==> config.mk <==
export PLATFORM = sky130hd
export DESIGN_NAME = rs5_core
export DESIGN_NICKNAME = d
export VERILOG_FILES = /design/src/logic/core_pkg.sv /design/src/logic/fetch.sv /design/src/logic/decode.sv /design/src/logic/regbank.sv /design/src/logic/execute.sv /design/src/logic/retire.sv /design/src/logic/rs5_core.sv
export SDC_FILE = /design/constraint.sdc
export NUM_CORES = 2
export LEC_CHECK = 0
export ABC_CLOCK_PERIOD_IN_PS = 12850
export CAP_MARGIN = 10
export CORE_MARGIN = 4
export CORE_UTILIZATION = 50
export DETAILED_ROUTE_END_ITERATION = 10
export DONT_BUFFER_PORTS = 1
export PLACE_DENSITY = 0.64
export SLEW_MARGIN = 25
export SYNTH_ARGS = -nofsm -noshare
export SYNTH_HDL_FRONTEND = slang
export SYNTH_SLANG_ARGS = --single-unit
export TNS_END_PERCENT = 50
==> constraint.sdc <==
create_clock -name clk -period 12.85 [get_ports clk]
set_input_delay 0.6425 -clock clk [delete_from_list [all_inputs] [get_ports clk]]
set_output_delay 0.6425 -clock clk [all_outputs]
set_load 0.005 [all_outputs]
==> src/logic/core_pkg.sv <==
// Shared definitions for the rs5 integer core.
// Widths, RV32I opcode and funct fields, the operation encoding and the
// structs that carry an instruction between pipeline stages.
`default_nettype none

package core_pkg;

    localparam int unsigned xlen       = 32;
    localparam int unsigned reg_addr_w = 5;
    localparam int unsigned num_regs   = 32;
    localparam int unsigned strb_w     = xlen / 8;  // One write enable per byte lane.

    localparam logic [xlen-1:0] reset_pc = '0;
    localparam logic [xlen-1:0] pc_step  = 32'd4;

    // Major opcodes of the kept instruction classes.
    localparam logic [6:0] opcode_op     = 7'b0110011;
    localparam logic [6:0] opcode_op_imm = 7'b0010011;
    localparam logic [6:0] opcode_lui    = 7'b0110111;
    localparam logic [6:0] opcode_store  = 7'b0100011;

    // ALU subcodes, shared by the register and immediate forms.
    localparam logic [2:0] f3_add_sub = 3'b000;
    localparam logic [2:0] f3_sll     = 3'b001;
    localparam logic [2:0] f3_slt     = 3'b010;
    localparam logic [2:0] f3_sltu    = 3'b011;
    localparam logic [2:0] f3_xor     = 3'b100;
    localparam logic [2:0] f3_srl_sra = 3'b101;
    localparam logic [2:0] f3_or      = 3'b110;
    localparam logic [2:0] f3_and     = 3'b111;

    // Store widths.
    localparam logic [2:0] f3_sb = 3'b000;
    localparam logic [2:0] f3_sh = 3'b001;
    localparam logic [2:0] f3_sw = 3'b010;

    localparam logic [6:0] funct7_base = 7'b0000000;
    localparam logic [6:0] funct7_alt  = 7'b0100000;  // Selects SUB and SRA.

    typedef enum logic [7:0] {
        NOP, ADD, SUB, SLT, SLTU, XOR, OR, AND,
        SLL, SRL, SRA, LUI, SB, SH, SW
    } instr_op_e;

    // Decode to execute.
    typedef struct packed {
        logic                  valid;
        instr_op_e             op;
        logic [reg_addr_w-1:0] rd;
        logic [xlen-1:0]       operand_a;
        logic [xlen-1:0]       operand_b;   // Register value or immediate.
        logic [xlen-1:0]       store_data;
    } decoded_t;

    // Execute to retire.
    typedef struct packed {
        logic                  valid;
        instr_op_e             op;
        logic [reg_addr_w-1:0] rd;
        logic [xlen-1:0]       result;      // Byte address for stores.
        logic [xlen-1:0]       store_data;
    } exec_result_t;

    // A register write, seen by the bypass and by the register bank.
    typedef struct packed {
        logic                  we;
        logic [reg_addr_w-1:0] rd;
        logic [xlen-1:0]       value;
    } fwd_t;

endpackage

`default_nettype wire

==> src/logic/fetch.sv <==
// Fetch stage of the rs5 core.
// Holds the program counter that addresses the instruction memory.
`timescale 1ns/10ps
`default_nettype none

module fetch (
    input  wire logic                     clk,
    input  wire logic                     reset,
    input  wire logic                     stall_i,
    output logic [core_pkg::xlen-1:0]     pc_o
);

    logic [core_pkg::xlen-1:0] pc_next;

    // Straight-line code only, so the next address is always one step on.
    assign pc_next = pc_o + core_pkg::pc_step;

    always_ff @(posedge clk) begin
        if (reset) begin
            pc_o <= core_pkg::reset_pc;
        end else if (!stall_i) begin
            pc_o <= pc_next;       // Held while the core is stalled.
        end
    end

endmodule

`default_nettype wire

==> src/logic/decode.sv <==
// Decode stage and pipeline control of the rs5 core.
// Maps instruction fields to an operation, builds immediates, resolves the
// source operands through the bypass paths and registers the result.
`timescale 1ns/10ps
`default_nettype none

module decode (
    input  wire logic                           clk,
    input  wire logic                           reset,
    input  wire logic                           stall_i,
    input  wire logic [core_pkg::xlen-1:0]      instruction_i,
    output logic [core_pkg::reg_addr_w-1:0]     rs1_o,
    output logic [core_pkg::reg_addr_w-1:0]     rs2_o,
    input  wire logic [core_pkg::xlen-1:0]      rs1_data_i,
    input  wire logic [core_pkg::xlen-1:0]      rs2_data_i,
    input  wire core_pkg::fwd_t                 exec_fwd_i,
    input  wire core_pkg::fwd_t                 wb_fwd_i,
    output core_pkg::decoded_t                  decoded_o
);

    logic [6:0]                opcode;
    logic [2:0]                funct3;
    logic [6:0]                funct7;
    logic [core_pkg::xlen-1:0] imm_i;
    logic [core_pkg::xlen-1:0] imm_s;
    logic [core_pkg::xlen-1:0] imm_u;
    logic [core_pkg::xlen-1:0] rs1_val;
    logic [core_pkg::xlen-1:0] rs2_val;
    logic [core_pkg::xlen-1:0] operand_b;
    core_pkg::instr_op_e       op;
    core_pkg::decoded_t        decoded_d;

    // Youngest producer wins. x0 is never forwarded.
    function automatic logic [core_pkg::xlen-1:0] resolve(
        input logic [core_pkg::reg_addr_w-1:0] idx,
        input logic [core_pkg::xlen-1:0]       bank_val,
        input core_pkg::fwd_t                  ex,
        input core_pkg::fwd_t                  wb
    );
        if (idx == '0) begin
            return '0;
        end
        if (ex.we && ex.rd == idx) begin
            return ex.value;
        end
        if (wb.we && wb.rd == idx) begin
            return wb.value;
        end
        return bank_val;
    endfunction

    assign opcode = instruction_i[6:0];
    assign funct3 = instruction_i[14:12];
    assign funct7 = instruction_i[31:25];
    assign rs1_o  = instruction_i[19:15];
    assign rs2_o  = instruction_i[24:20];

    assign imm_i = {{20{instruction_i[31]}}, instruction_i[31:20]};
    assign imm_s = {{20{instruction_i[31]}}, instruction_i[31:25], instruction_i[11:7]};
    assign imm_u = {instruction_i[31:12], 12'b0};

    assign rs1_val = resolve(rs1_o, rs1_data_i, exec_fwd_i, wb_fwd_i);
    assign rs2_val = resolve(rs2_o, rs2_data_i, exec_fwd_i, wb_fwd_i);

    // Anything not listed decodes as a bubble.
    always_comb begin
        op = core_pkg::NOP;
        case (opcode)
            core_pkg::opcode_op: begin
                if (funct7 == core_pkg::funct7_base) begin
                    case (funct3)
                        core_pkg::f3_add_sub: op = core_pkg::ADD;
                        core_pkg::f3_sll:     op = core_pkg::SLL;
                        core_pkg::f3_slt:     op = core_pkg::SLT;
                        core_pkg::f3_sltu:    op = core_pkg::SLTU;
                        core_pkg::f3_xor:     op = core_pkg::XOR;
                        core_pkg::f3_srl_sra: op = core_pkg::SRL;
                        core_pkg::f3_or:      op = core_pkg::OR;
                        default:              op = core_pkg::AND;
                    endcase
                end else if (funct7 == core_pkg::funct7_alt) begin
                    if (funct3 == core_pkg::f3_add_sub) begin
                        op = core_pkg::SUB;
                    end else if (funct3 == core_pkg::f3_srl_sra) begin
                        op = core_pkg::SRA;
                    end
                end
            end
            core_pkg::opcode_op_imm: begin
                case (funct3)
                    core_pkg::f3_add_sub: op = core_pkg::ADD;    // No SUBI in RV32I.
                    core_pkg::f3_slt:     op = core_pkg::SLT;
                    core_pkg::f3_sltu:    op = core_pkg::SLTU;
                    core_pkg::f3_xor:     op = core_pkg::XOR;
                    core_pkg::f3_or:      op = core_pkg::OR;
                    core_pkg::f3_and:     op = core_pkg::AND;
                    core_pkg::f3_sll: begin
                        if (funct7 == core_pkg::funct7_base) begin
                            op = core_pkg::SLL;
                        end
                    end
                    default: begin
                        if (funct7 == core_pkg::funct7_base) begin
                            op = core_pkg::SRL;
                        end else if (funct7 == core_pkg::funct7_alt) begin
                            op = core_pkg::SRA;
                        end
                    end
                endcase
            end
            core_pkg::opcode_lui: op = core_pkg::LUI;
            core_pkg::opcode_store: begin
                case (funct3)
                    core_pkg::f3_sb: op = core_pkg::SB;
                    core_pkg::f3_sh: op = core_pkg::SH;
                    core_pkg::f3_sw: op = core_pkg::SW;
                    default:         op = core_pkg::NOP;
                endcase
            end
            default: op = core_pkg::NOP;
        endcase
    end

    // Second operand source per instruction class.
    always_comb begin
        case (opcode)
            core_pkg::opcode_op_imm: operand_b = imm_i;
            core_pkg::opcode_store:  operand_b = imm_s;     // Address offset.
            core_pkg::opcode_lui:    operand_b = imm_u;
            default:                 operand_b = rs2_val;
        endcase
    end

    always_comb begin
        decoded_d.valid      = (op != core_pkg::NOP);
        decoded_d.op         = op;
        decoded_d.rd         = instruction_i[11:7];
        decoded_d.operand_a  = rs1_val;
        decoded_d.operand_b  = operand_b;
        decoded_d.store_data = rs2_val;
    end

    always_ff @(posedge clk) begin
        if (reset) begin
            decoded_o.valid <= 1'b0;
        end else if (!stall_i) begin
            decoded_o <= decoded_d;
        end
    end

endmodule

`default_nettype wire

==> src/logic/regbank.sv <==
// Integer register file of the rs5 core.
// Two combinational read ports and one write port, x0 hardwired to zero.
`timescale 1ns/10ps
`default_nettype none

module regbank (
    input  wire logic                           clk,
    input  wire logic                           reset,
    input  wire logic [core_pkg::reg_addr_w-1:0] rs1_i,
    input  wire logic [core_pkg::reg_addr_w-1:0] rs2_i,
    input  wire core_pkg::fwd_t                 wb_i,
    output logic [core_pkg::xlen-1:0]           rs1_data_o,
    output logic [core_pkg::xlen-1:0]           rs2_data_o
);

    logic [core_pkg::xlen-1:0] regs [core_pkg::num_regs];

    always_ff @(posedge clk) begin
        if (reset) begin
            for (int i = 0; i < core_pkg::num_regs; i++) begin
                regs[i] <= '0;
            end
        end else if (wb_i.we) begin
            regs[wb_i.rd] <= wb_i.value;
        end
    end

    // A write lands only at the edge, so same-cycle readers go through the bypass.
    assign rs1_data_o = (rs1_i == '0) ? '0 : regs[rs1_i];
    assign rs2_data_o = (rs2_i == '0) ? '0 : regs[rs2_i];

endmodule

`default_nettype wire

==> src/logic/execute.sv <==
// Execute stage of the rs5 core.
// Adder, logic and shift units, store address generation and the
// register that feeds retire.
`timescale 1ns/10ps
`default_nettype none

module execute (
    input  wire logic               clk,
    input  wire logic               reset,
    input  wire logic               stall_i,
    input  wire core_pkg::decoded_t decoded_i,
    output core_pkg::fwd_t          exec_fwd_o,
    output core_pkg::exec_result_t  result_o
);

    logic [core_pkg::xlen-1:0] a;
    logic [core_pkg::xlen-1:0] b;
    logic [core_pkg::xlen-1:0] sum;
    logic [core_pkg::xlen:0]   diff;        // Extra bit holds the unsigned borrow.
    logic                      lt_signed;
    logic [4:0]                shamt;
    logic [core_pkg::xlen-1:0] alu_out;
    logic                      is_store;

    assign a     = decoded_i.operand_a;
    assign b     = decoded_i.operand_b;
    assign shamt = b[4:0];

    assign sum  = a + b;
    assign diff = {1'b0, a} - {1'b0, b};
    // Signs differ, so the negative one is smaller.
    assign lt_signed = (a[core_pkg::xlen-1] != b[core_pkg::xlen-1]) ?
                       a[core_pkg::xlen-1] : diff[core_pkg::xlen-1];

    always_comb begin
        case (decoded_i.op)
            core_pkg::ADD:  alu_out = sum;
            core_pkg::SUB:  alu_out = diff[core_pkg::xlen-1:0];
            core_pkg::SLT:  alu_out = {31'b0, lt_signed};
            core_pkg::SLTU: alu_out = {31'b0, diff[core_pkg::xlen]};
            core_pkg::XOR:  alu_out = a ^ b;
            core_pkg::OR:   alu_out = a | b;
            core_pkg::AND:  alu_out = a & b;
            core_pkg::SLL:  alu_out = a << shamt;
            core_pkg::SRL:  alu_out = a >> shamt;
            core_pkg::SRA:  alu_out = $signed(a) >>> shamt;
            core_pkg::LUI:  alu_out = b;
            core_pkg::SB, core_pkg::SH, core_pkg::SW: alu_out = sum;  // Byte address.
            default:        alu_out = '0;
        endcase
    end

    assign is_store = decoded_i.op inside {core_pkg::SB, core_pkg::SH, core_pkg::SW};

    // Bypass to decode for the instruction right behind this one.
    assign exec_fwd_o.we    = decoded_i.valid && !is_store && (decoded_i.rd != '0);
    assign exec_fwd_o.rd    = decoded_i.rd;
    assign exec_fwd_o.value = alu_out;

    always_ff @(posedge clk) begin
        if (reset) begin
            result_o.valid <= 1'b0;
        end else if (!stall_i) begin
            result_o.valid      <= decoded_i.valid;
            result_o.op         <= decoded_i.op;
            result_o.rd         <= decoded_i.rd;
            result_o.result     <= alu_out;
            result_o.store_data <= decoded_i.store_data;
        end
    end

endmodule

`default_nettype wire

==> src/logic/retire.sv <==
// Retire stage of the rs5 core.
// Register writeback and store lane steering onto the data memory port.
`timescale 1ns/10ps
`default_nettype none

module retire (
    input  wire logic                       stall_i,
    input  wire core_pkg::exec_result_t     result_i,
    output core_pkg::fwd_t                  wb_o,
    output logic                            mem_operation_enable_o,
    output logic [core_pkg::strb_w-1:0]     mem_write_enable_o,
    output logic [core_pkg::xlen-1:0]       mem_address_o,
    output logic [core_pkg::xlen-1:0]       mem_data_o
);

    logic                        is_store;
    logic [core_pkg::strb_w-1:0] byte_en;
    logic [1:0]                  offset;

    assign is_store = result_i.valid &&
                      (result_i.op inside {core_pkg::SB, core_pkg::SH, core_pkg::SW});
    assign offset   = result_i.result[1:0];

    // Nothing commits while stalled; the entry waits for the next free cycle.
    assign wb_o.we    = !stall_i && result_i.valid && !is_store && (result_i.rd != '0);
    assign wb_o.rd    = result_i.rd;
    assign wb_o.value = result_i.result;

    always_comb begin
        case (result_i.op)
            core_pkg::SB: begin
                byte_en    = 4'b0001 << offset;
                mem_data_o = {4{result_i.store_data[7:0]}};
            end
            core_pkg::SH: begin
                byte_en    = offset[1] ? 4'b1100 : 4'b0011;
                mem_data_o = {2{result_i.store_data[15:0]}};
            end
            default: begin
                byte_en    = 4'b1111;             // SW, or masked below.
                mem_data_o = result_i.store_data;
            end
        endcase
    end

    assign mem_write_enable_o     = (is_store && !stall_i) ? byte_en : '0;
    assign mem_operation_enable_o = |mem_write_enable_o;
    assign mem_address_o          = {result_i.result[core_pkg::xlen-1:2], 2'b00};

endmodule

`default_nettype wire

==> src/logic/rs5_core.sv <==
// Top level of the rs5 three-stage RV32I integer core.
// Connects fetch, decode, the register bank, execute and retire.
`timescale 1ns/10ps
`default_nettype none

module rs5_core (
    input  wire logic                       clk,
    input  wire logic                       reset,
    input  wire logic                       stall_i,
    input  wire logic [core_pkg::xlen-1:0]  instruction_i,
    output logic [core_pkg::xlen-1:0]       instruction_address_o,
    output logic                            mem_operation_enable_o,
    output logic [core_pkg::strb_w-1:0]     mem_write_enable_o,
    output logic [core_pkg::xlen-1:0]       mem_address_o,
    output logic [core_pkg::xlen-1:0]       mem_data_o
);

    logic [core_pkg::reg_addr_w-1:0] rs1;
    logic [core_pkg::reg_addr_w-1:0] rs2;
    logic [core_pkg::xlen-1:0]       rs1_data;
    logic [core_pkg::xlen-1:0]       rs2_data;
    core_pkg::decoded_t              decoded;
    core_pkg::exec_result_t          exec_result;
    core_pkg::fwd_t                  exec_fwd;     // Distance-one bypass.
    core_pkg::fwd_t                  wb_fwd;       // Writeback and distance-two bypass.

    fetch u_fetch (
        .clk        (clk),
        .reset      (reset),
        .stall_i    (stall_i),
        .pc_o       (instruction_address_o)
    );

    decode u_decode (
        .clk            (clk),
        .reset          (reset),
        .stall_i        (stall_i),
        .instruction_i  (instruction_i),
        .rs1_o          (rs1),
        .rs2_o          (rs2),
        .rs1_data_i     (rs1_data),
        .rs2_data_i     (rs2_data),
        .exec_fwd_i     (exec_fwd),
        .wb_fwd_i       (wb_fwd),
        .decoded_o      (decoded)
    );

    regbank u_regbank (
        .clk        (clk),
        .reset      (reset),
        .rs1_i      (rs1),
        .rs2_i      (rs2),
        .wb_i       (wb_fwd),
        .rs1_data_o (rs1_data),
        .rs2_data_o (rs2_data)
    );

    execute u_execute (
        .clk        (clk),
        .reset      (reset),
        .stall_i    (stall_i),
        .decoded_i  (decoded),
        .exec_fwd_o (exec_fwd),
        .result_o   (exec_result)
    );

    retire u_retire (
        .stall_i                (stall_i),
        .result_i               (exec_result),
        .wb_o                   (wb_fwd),
        .mem_operation_enable_o (mem_operation_enable_o),
        .mem_write_enable_o     (mem_write_enable_o),
        .mem_address_o          (mem_address_o),
        .mem_data_o             (mem_data_o)
    );

endmodule

`default_nettype wire

==> impl_metrics.ini <==
[flow_run]
drv_cap = 0

[synthesis]
synthFlopType = edfxtp_1
netlist_area_um2 = 73100
synth_warnings = 0
syn_inst = 5359
yosysSeqAreaShare_pct = 50.3
ys_types = 99
ys_seq_elements = 1234
synth-async-reset-ratio_pct = 0
syn_avg_cell_area_um2 = 13.6
synth_edf_count = 1202

[cts]
h-tree-depth = 4
tritoncts = done
cts_sinks = 1234
clk_latency_ns = 0.80
cts.clk_slew.worst_paths_ns = 0.07
cts_setup_buffers = 0
numCtsBuffers = 140
cts_root_buf = clkbuf_16
clockBufferDepth = 3

[outcome]
status = finished, final reports clean

[timing]
period_minus_slack_ns = 5.60
hold_violations = 0
relSlewSlack_pct = 27.2
max_freq_mhz = 179
drv_slew = 0
fin_setup_tns_ns = 0
hold-worst-slack_ns = 0.0626
min_period_over_period_pct = 43.6
rsz0062_at_grt = no
finalClockSkew_ns = 0.0467
setup_viol = 0
worstMarginPinSlew_ns = 1.08

[worst_setup_path]
start_kind = flip-flop
cp_data_required_time_ns = 13.39
rr_worst_depth = 20
critPathMaxFanout = 33
end_kind = flip-flop
crit_type = flip-flop to flip-flop
worstPathArrival_ns = 6.13

[global_routing]
grt_max_degree = 262
grt_pass1_wl_mm = 383
antenna_found_initial = 15
grt_usage_pct = 35.8
grt_pass1_vias = 48900
grt_overflow = 0

[placement]
place_congestion = 1.01
port_buffers = 0
placed_area_um2 = 74500
hpwl_mm = 165

[final_layout]
multi_input_area_um2 = 33800
drive_gt1_share_pct = 22.2
final_common_cell = edfxtp_1
final_area_um2 = 79000
layout_common_cells = 1,202 x edfxtp_1, 969 x and2_1, 688 x mux4_2, 286 x nor2_1, 177 x nand2_1
nFillCells = 11700
layout.nets = 5267
syn_to_final_growth_pct = 8.07
seqCellArea_um2 = 36700

[route]
vias = 49900
drt-initial-drc-count = 7458
routedWlPerCell_um = 38.2
firstDrtPassIters = 6
viasPerCell = 6.97
totalWireLength_mm = 273
antenna_left = 0
drc = 0

[floorplan]
coreArea_um2 = 145000
pin_count = 136
die_h_um = 390
start_util_pct = 50.3
die-width_um = 390
num_rows = 140
die_area_um2 = 152000

[power]
power_density_nw_per_um2 = 127
p_leak_nw = 28.1
ir_drop_v = 0.000154

[min_path]
hold_class = input port to flip-flop
whs_path_depth = 2
==> worst paths after layout <==
kind / endpoint / startpoint / slack (ns)
worst min-delay path: u_decode.decoded_o[58] / instruction_i[26] / 0.06
worst max-delay path: u_decode.decoded_o[63] / u_decode.decoded_o[33] / 7.25
worst min register to register: u_execute.result_o[28] / u_decode.decoded_o[28] / 0.42
worst max register to register: u_decode.decoded_o[63] / u_decode.decoded_o[33] / 7.25
==> cell usage after synthesis (21+ instances only) <==
cell,n,area (µm²)
nor3_1,70,350
mux2i_1,124,1240
or2_2,38,238
dfxtp_1,32,641
buf_2,112,561
o211ai_1,21,158
nand2_1,177,664
a22oi_1,23,173
ha_1,99,1240
xor2_1,28,245
a21oi_1,168,841
mux4_2,688,15500
clkbuf_1,353,1330
nor2b_1,21,131
inv_1,109,409
mux2_2,32,360
a221oi_1,21,184
and2_1,969,6060
buf_4,55,413
edfxtp_1,1202,36100
o21ai_0,128,641
xnor2_1,26,228
nor2_1,321,1200
nand2b_1,21,131
nand3_1,49,245
buf_1,28,105
a211oi_1,69,518
==> area by class of cell <==
class | count | share of cell area, %
flip-flops and latches | 1234 | 46.5
multi-input cells | 3486 | 42.8
clock buffers | 188 | 4.80
well taps | 1917 | 3.04
repair buffers | 156 | 1.67
clock inverters | 57 | 0.640
inverters | 112 | 0.539
diodes | 13 | 0.0412
==> routing by layer <==
layer	track usage [%]	vias up	share of wire, %
li1	-	20000	-
met5	0	-	0.018
met1	46.6	25800	36
met2	56.8	3412	47
met4	18.8	6	6.2
met3	7.80	666	11
==> worst max-delay path, stage by stage (launching register included) <==
cell	delay, ns
edfxtp_1	0.32
buf_4	0.40
inv_1	0.32
ha_1	0.41
o21ba_2	0.22
nor4_1	0.47
o2111a_1	0.37
o311a_1	0.39
o21ai_2	0.14
nand2_1	0.11
a21oi_1	0.09
o21bai_1	0.17
a221oi_1	0.12
fa_1	0.49
nor2_1	0.05
a21oi_1	0.14
o211ai_1	0.10
a221oi_1	0.26
o2111ai_1	0.27
a21o_1	0.26
mux2_2	0.26
==> kinds of logic (layout without fill, tap and decap cells) <==
family                     count (synthesis)  in the layout  synth area share, %
buffers and inverters                    674            513                 4.11
and+or+nand+nor                         1765           1765                 13.3
AOI/OAI and AO/OA                        681            681                 6.32
adders and majority gates                102            102                 1.78
xor gates and xnor gates                  54             54                0.647
other                                      1             49              0.00513
muxes                                    848            848                 23.5
DFF                                     1234           1234                 50.3
==> stage by stage <==
step / worst slack, ns / util [%] / power (mW) / std cells
finish: 7.25 / 54.3 / 10.0 / 7163
global route: 6.98 / 54.3 / 10.3 / 7151
CTS: 7.32 / 54.3 / 10.0 / 7149
detailed placement: 7.28 / 51.3 / 6.17 / 6896
global placement: 7.37 / 51.1 / 6.15 / 6887
floorplan: 3.72 / - / 5.75 / 5394
==> where the power goes <==
group	total, mW	switching (mW)	internal, mW
Combinational	1.44	0.863	0.572
Clock	3.88	1.71	2.18
Sequential	4.71	0.117	4.59
==> flip-flops by register name, summed over array words and instances, names as in the netlist <==
name                count
u_fetch.pc_o           30
u_decode.decoded_o    106
u_execute.result_o     74
u_regbank.regs       1024
==> repair_timing <==
item | CTS | global route
gates resized for setup | 0 | 0
hold buffers | 8 | 0
endpoints found under the hold margin | 69 | 0
endpoints found under the setup margin | 0 | 0
(Power assumes the default switching activity.)
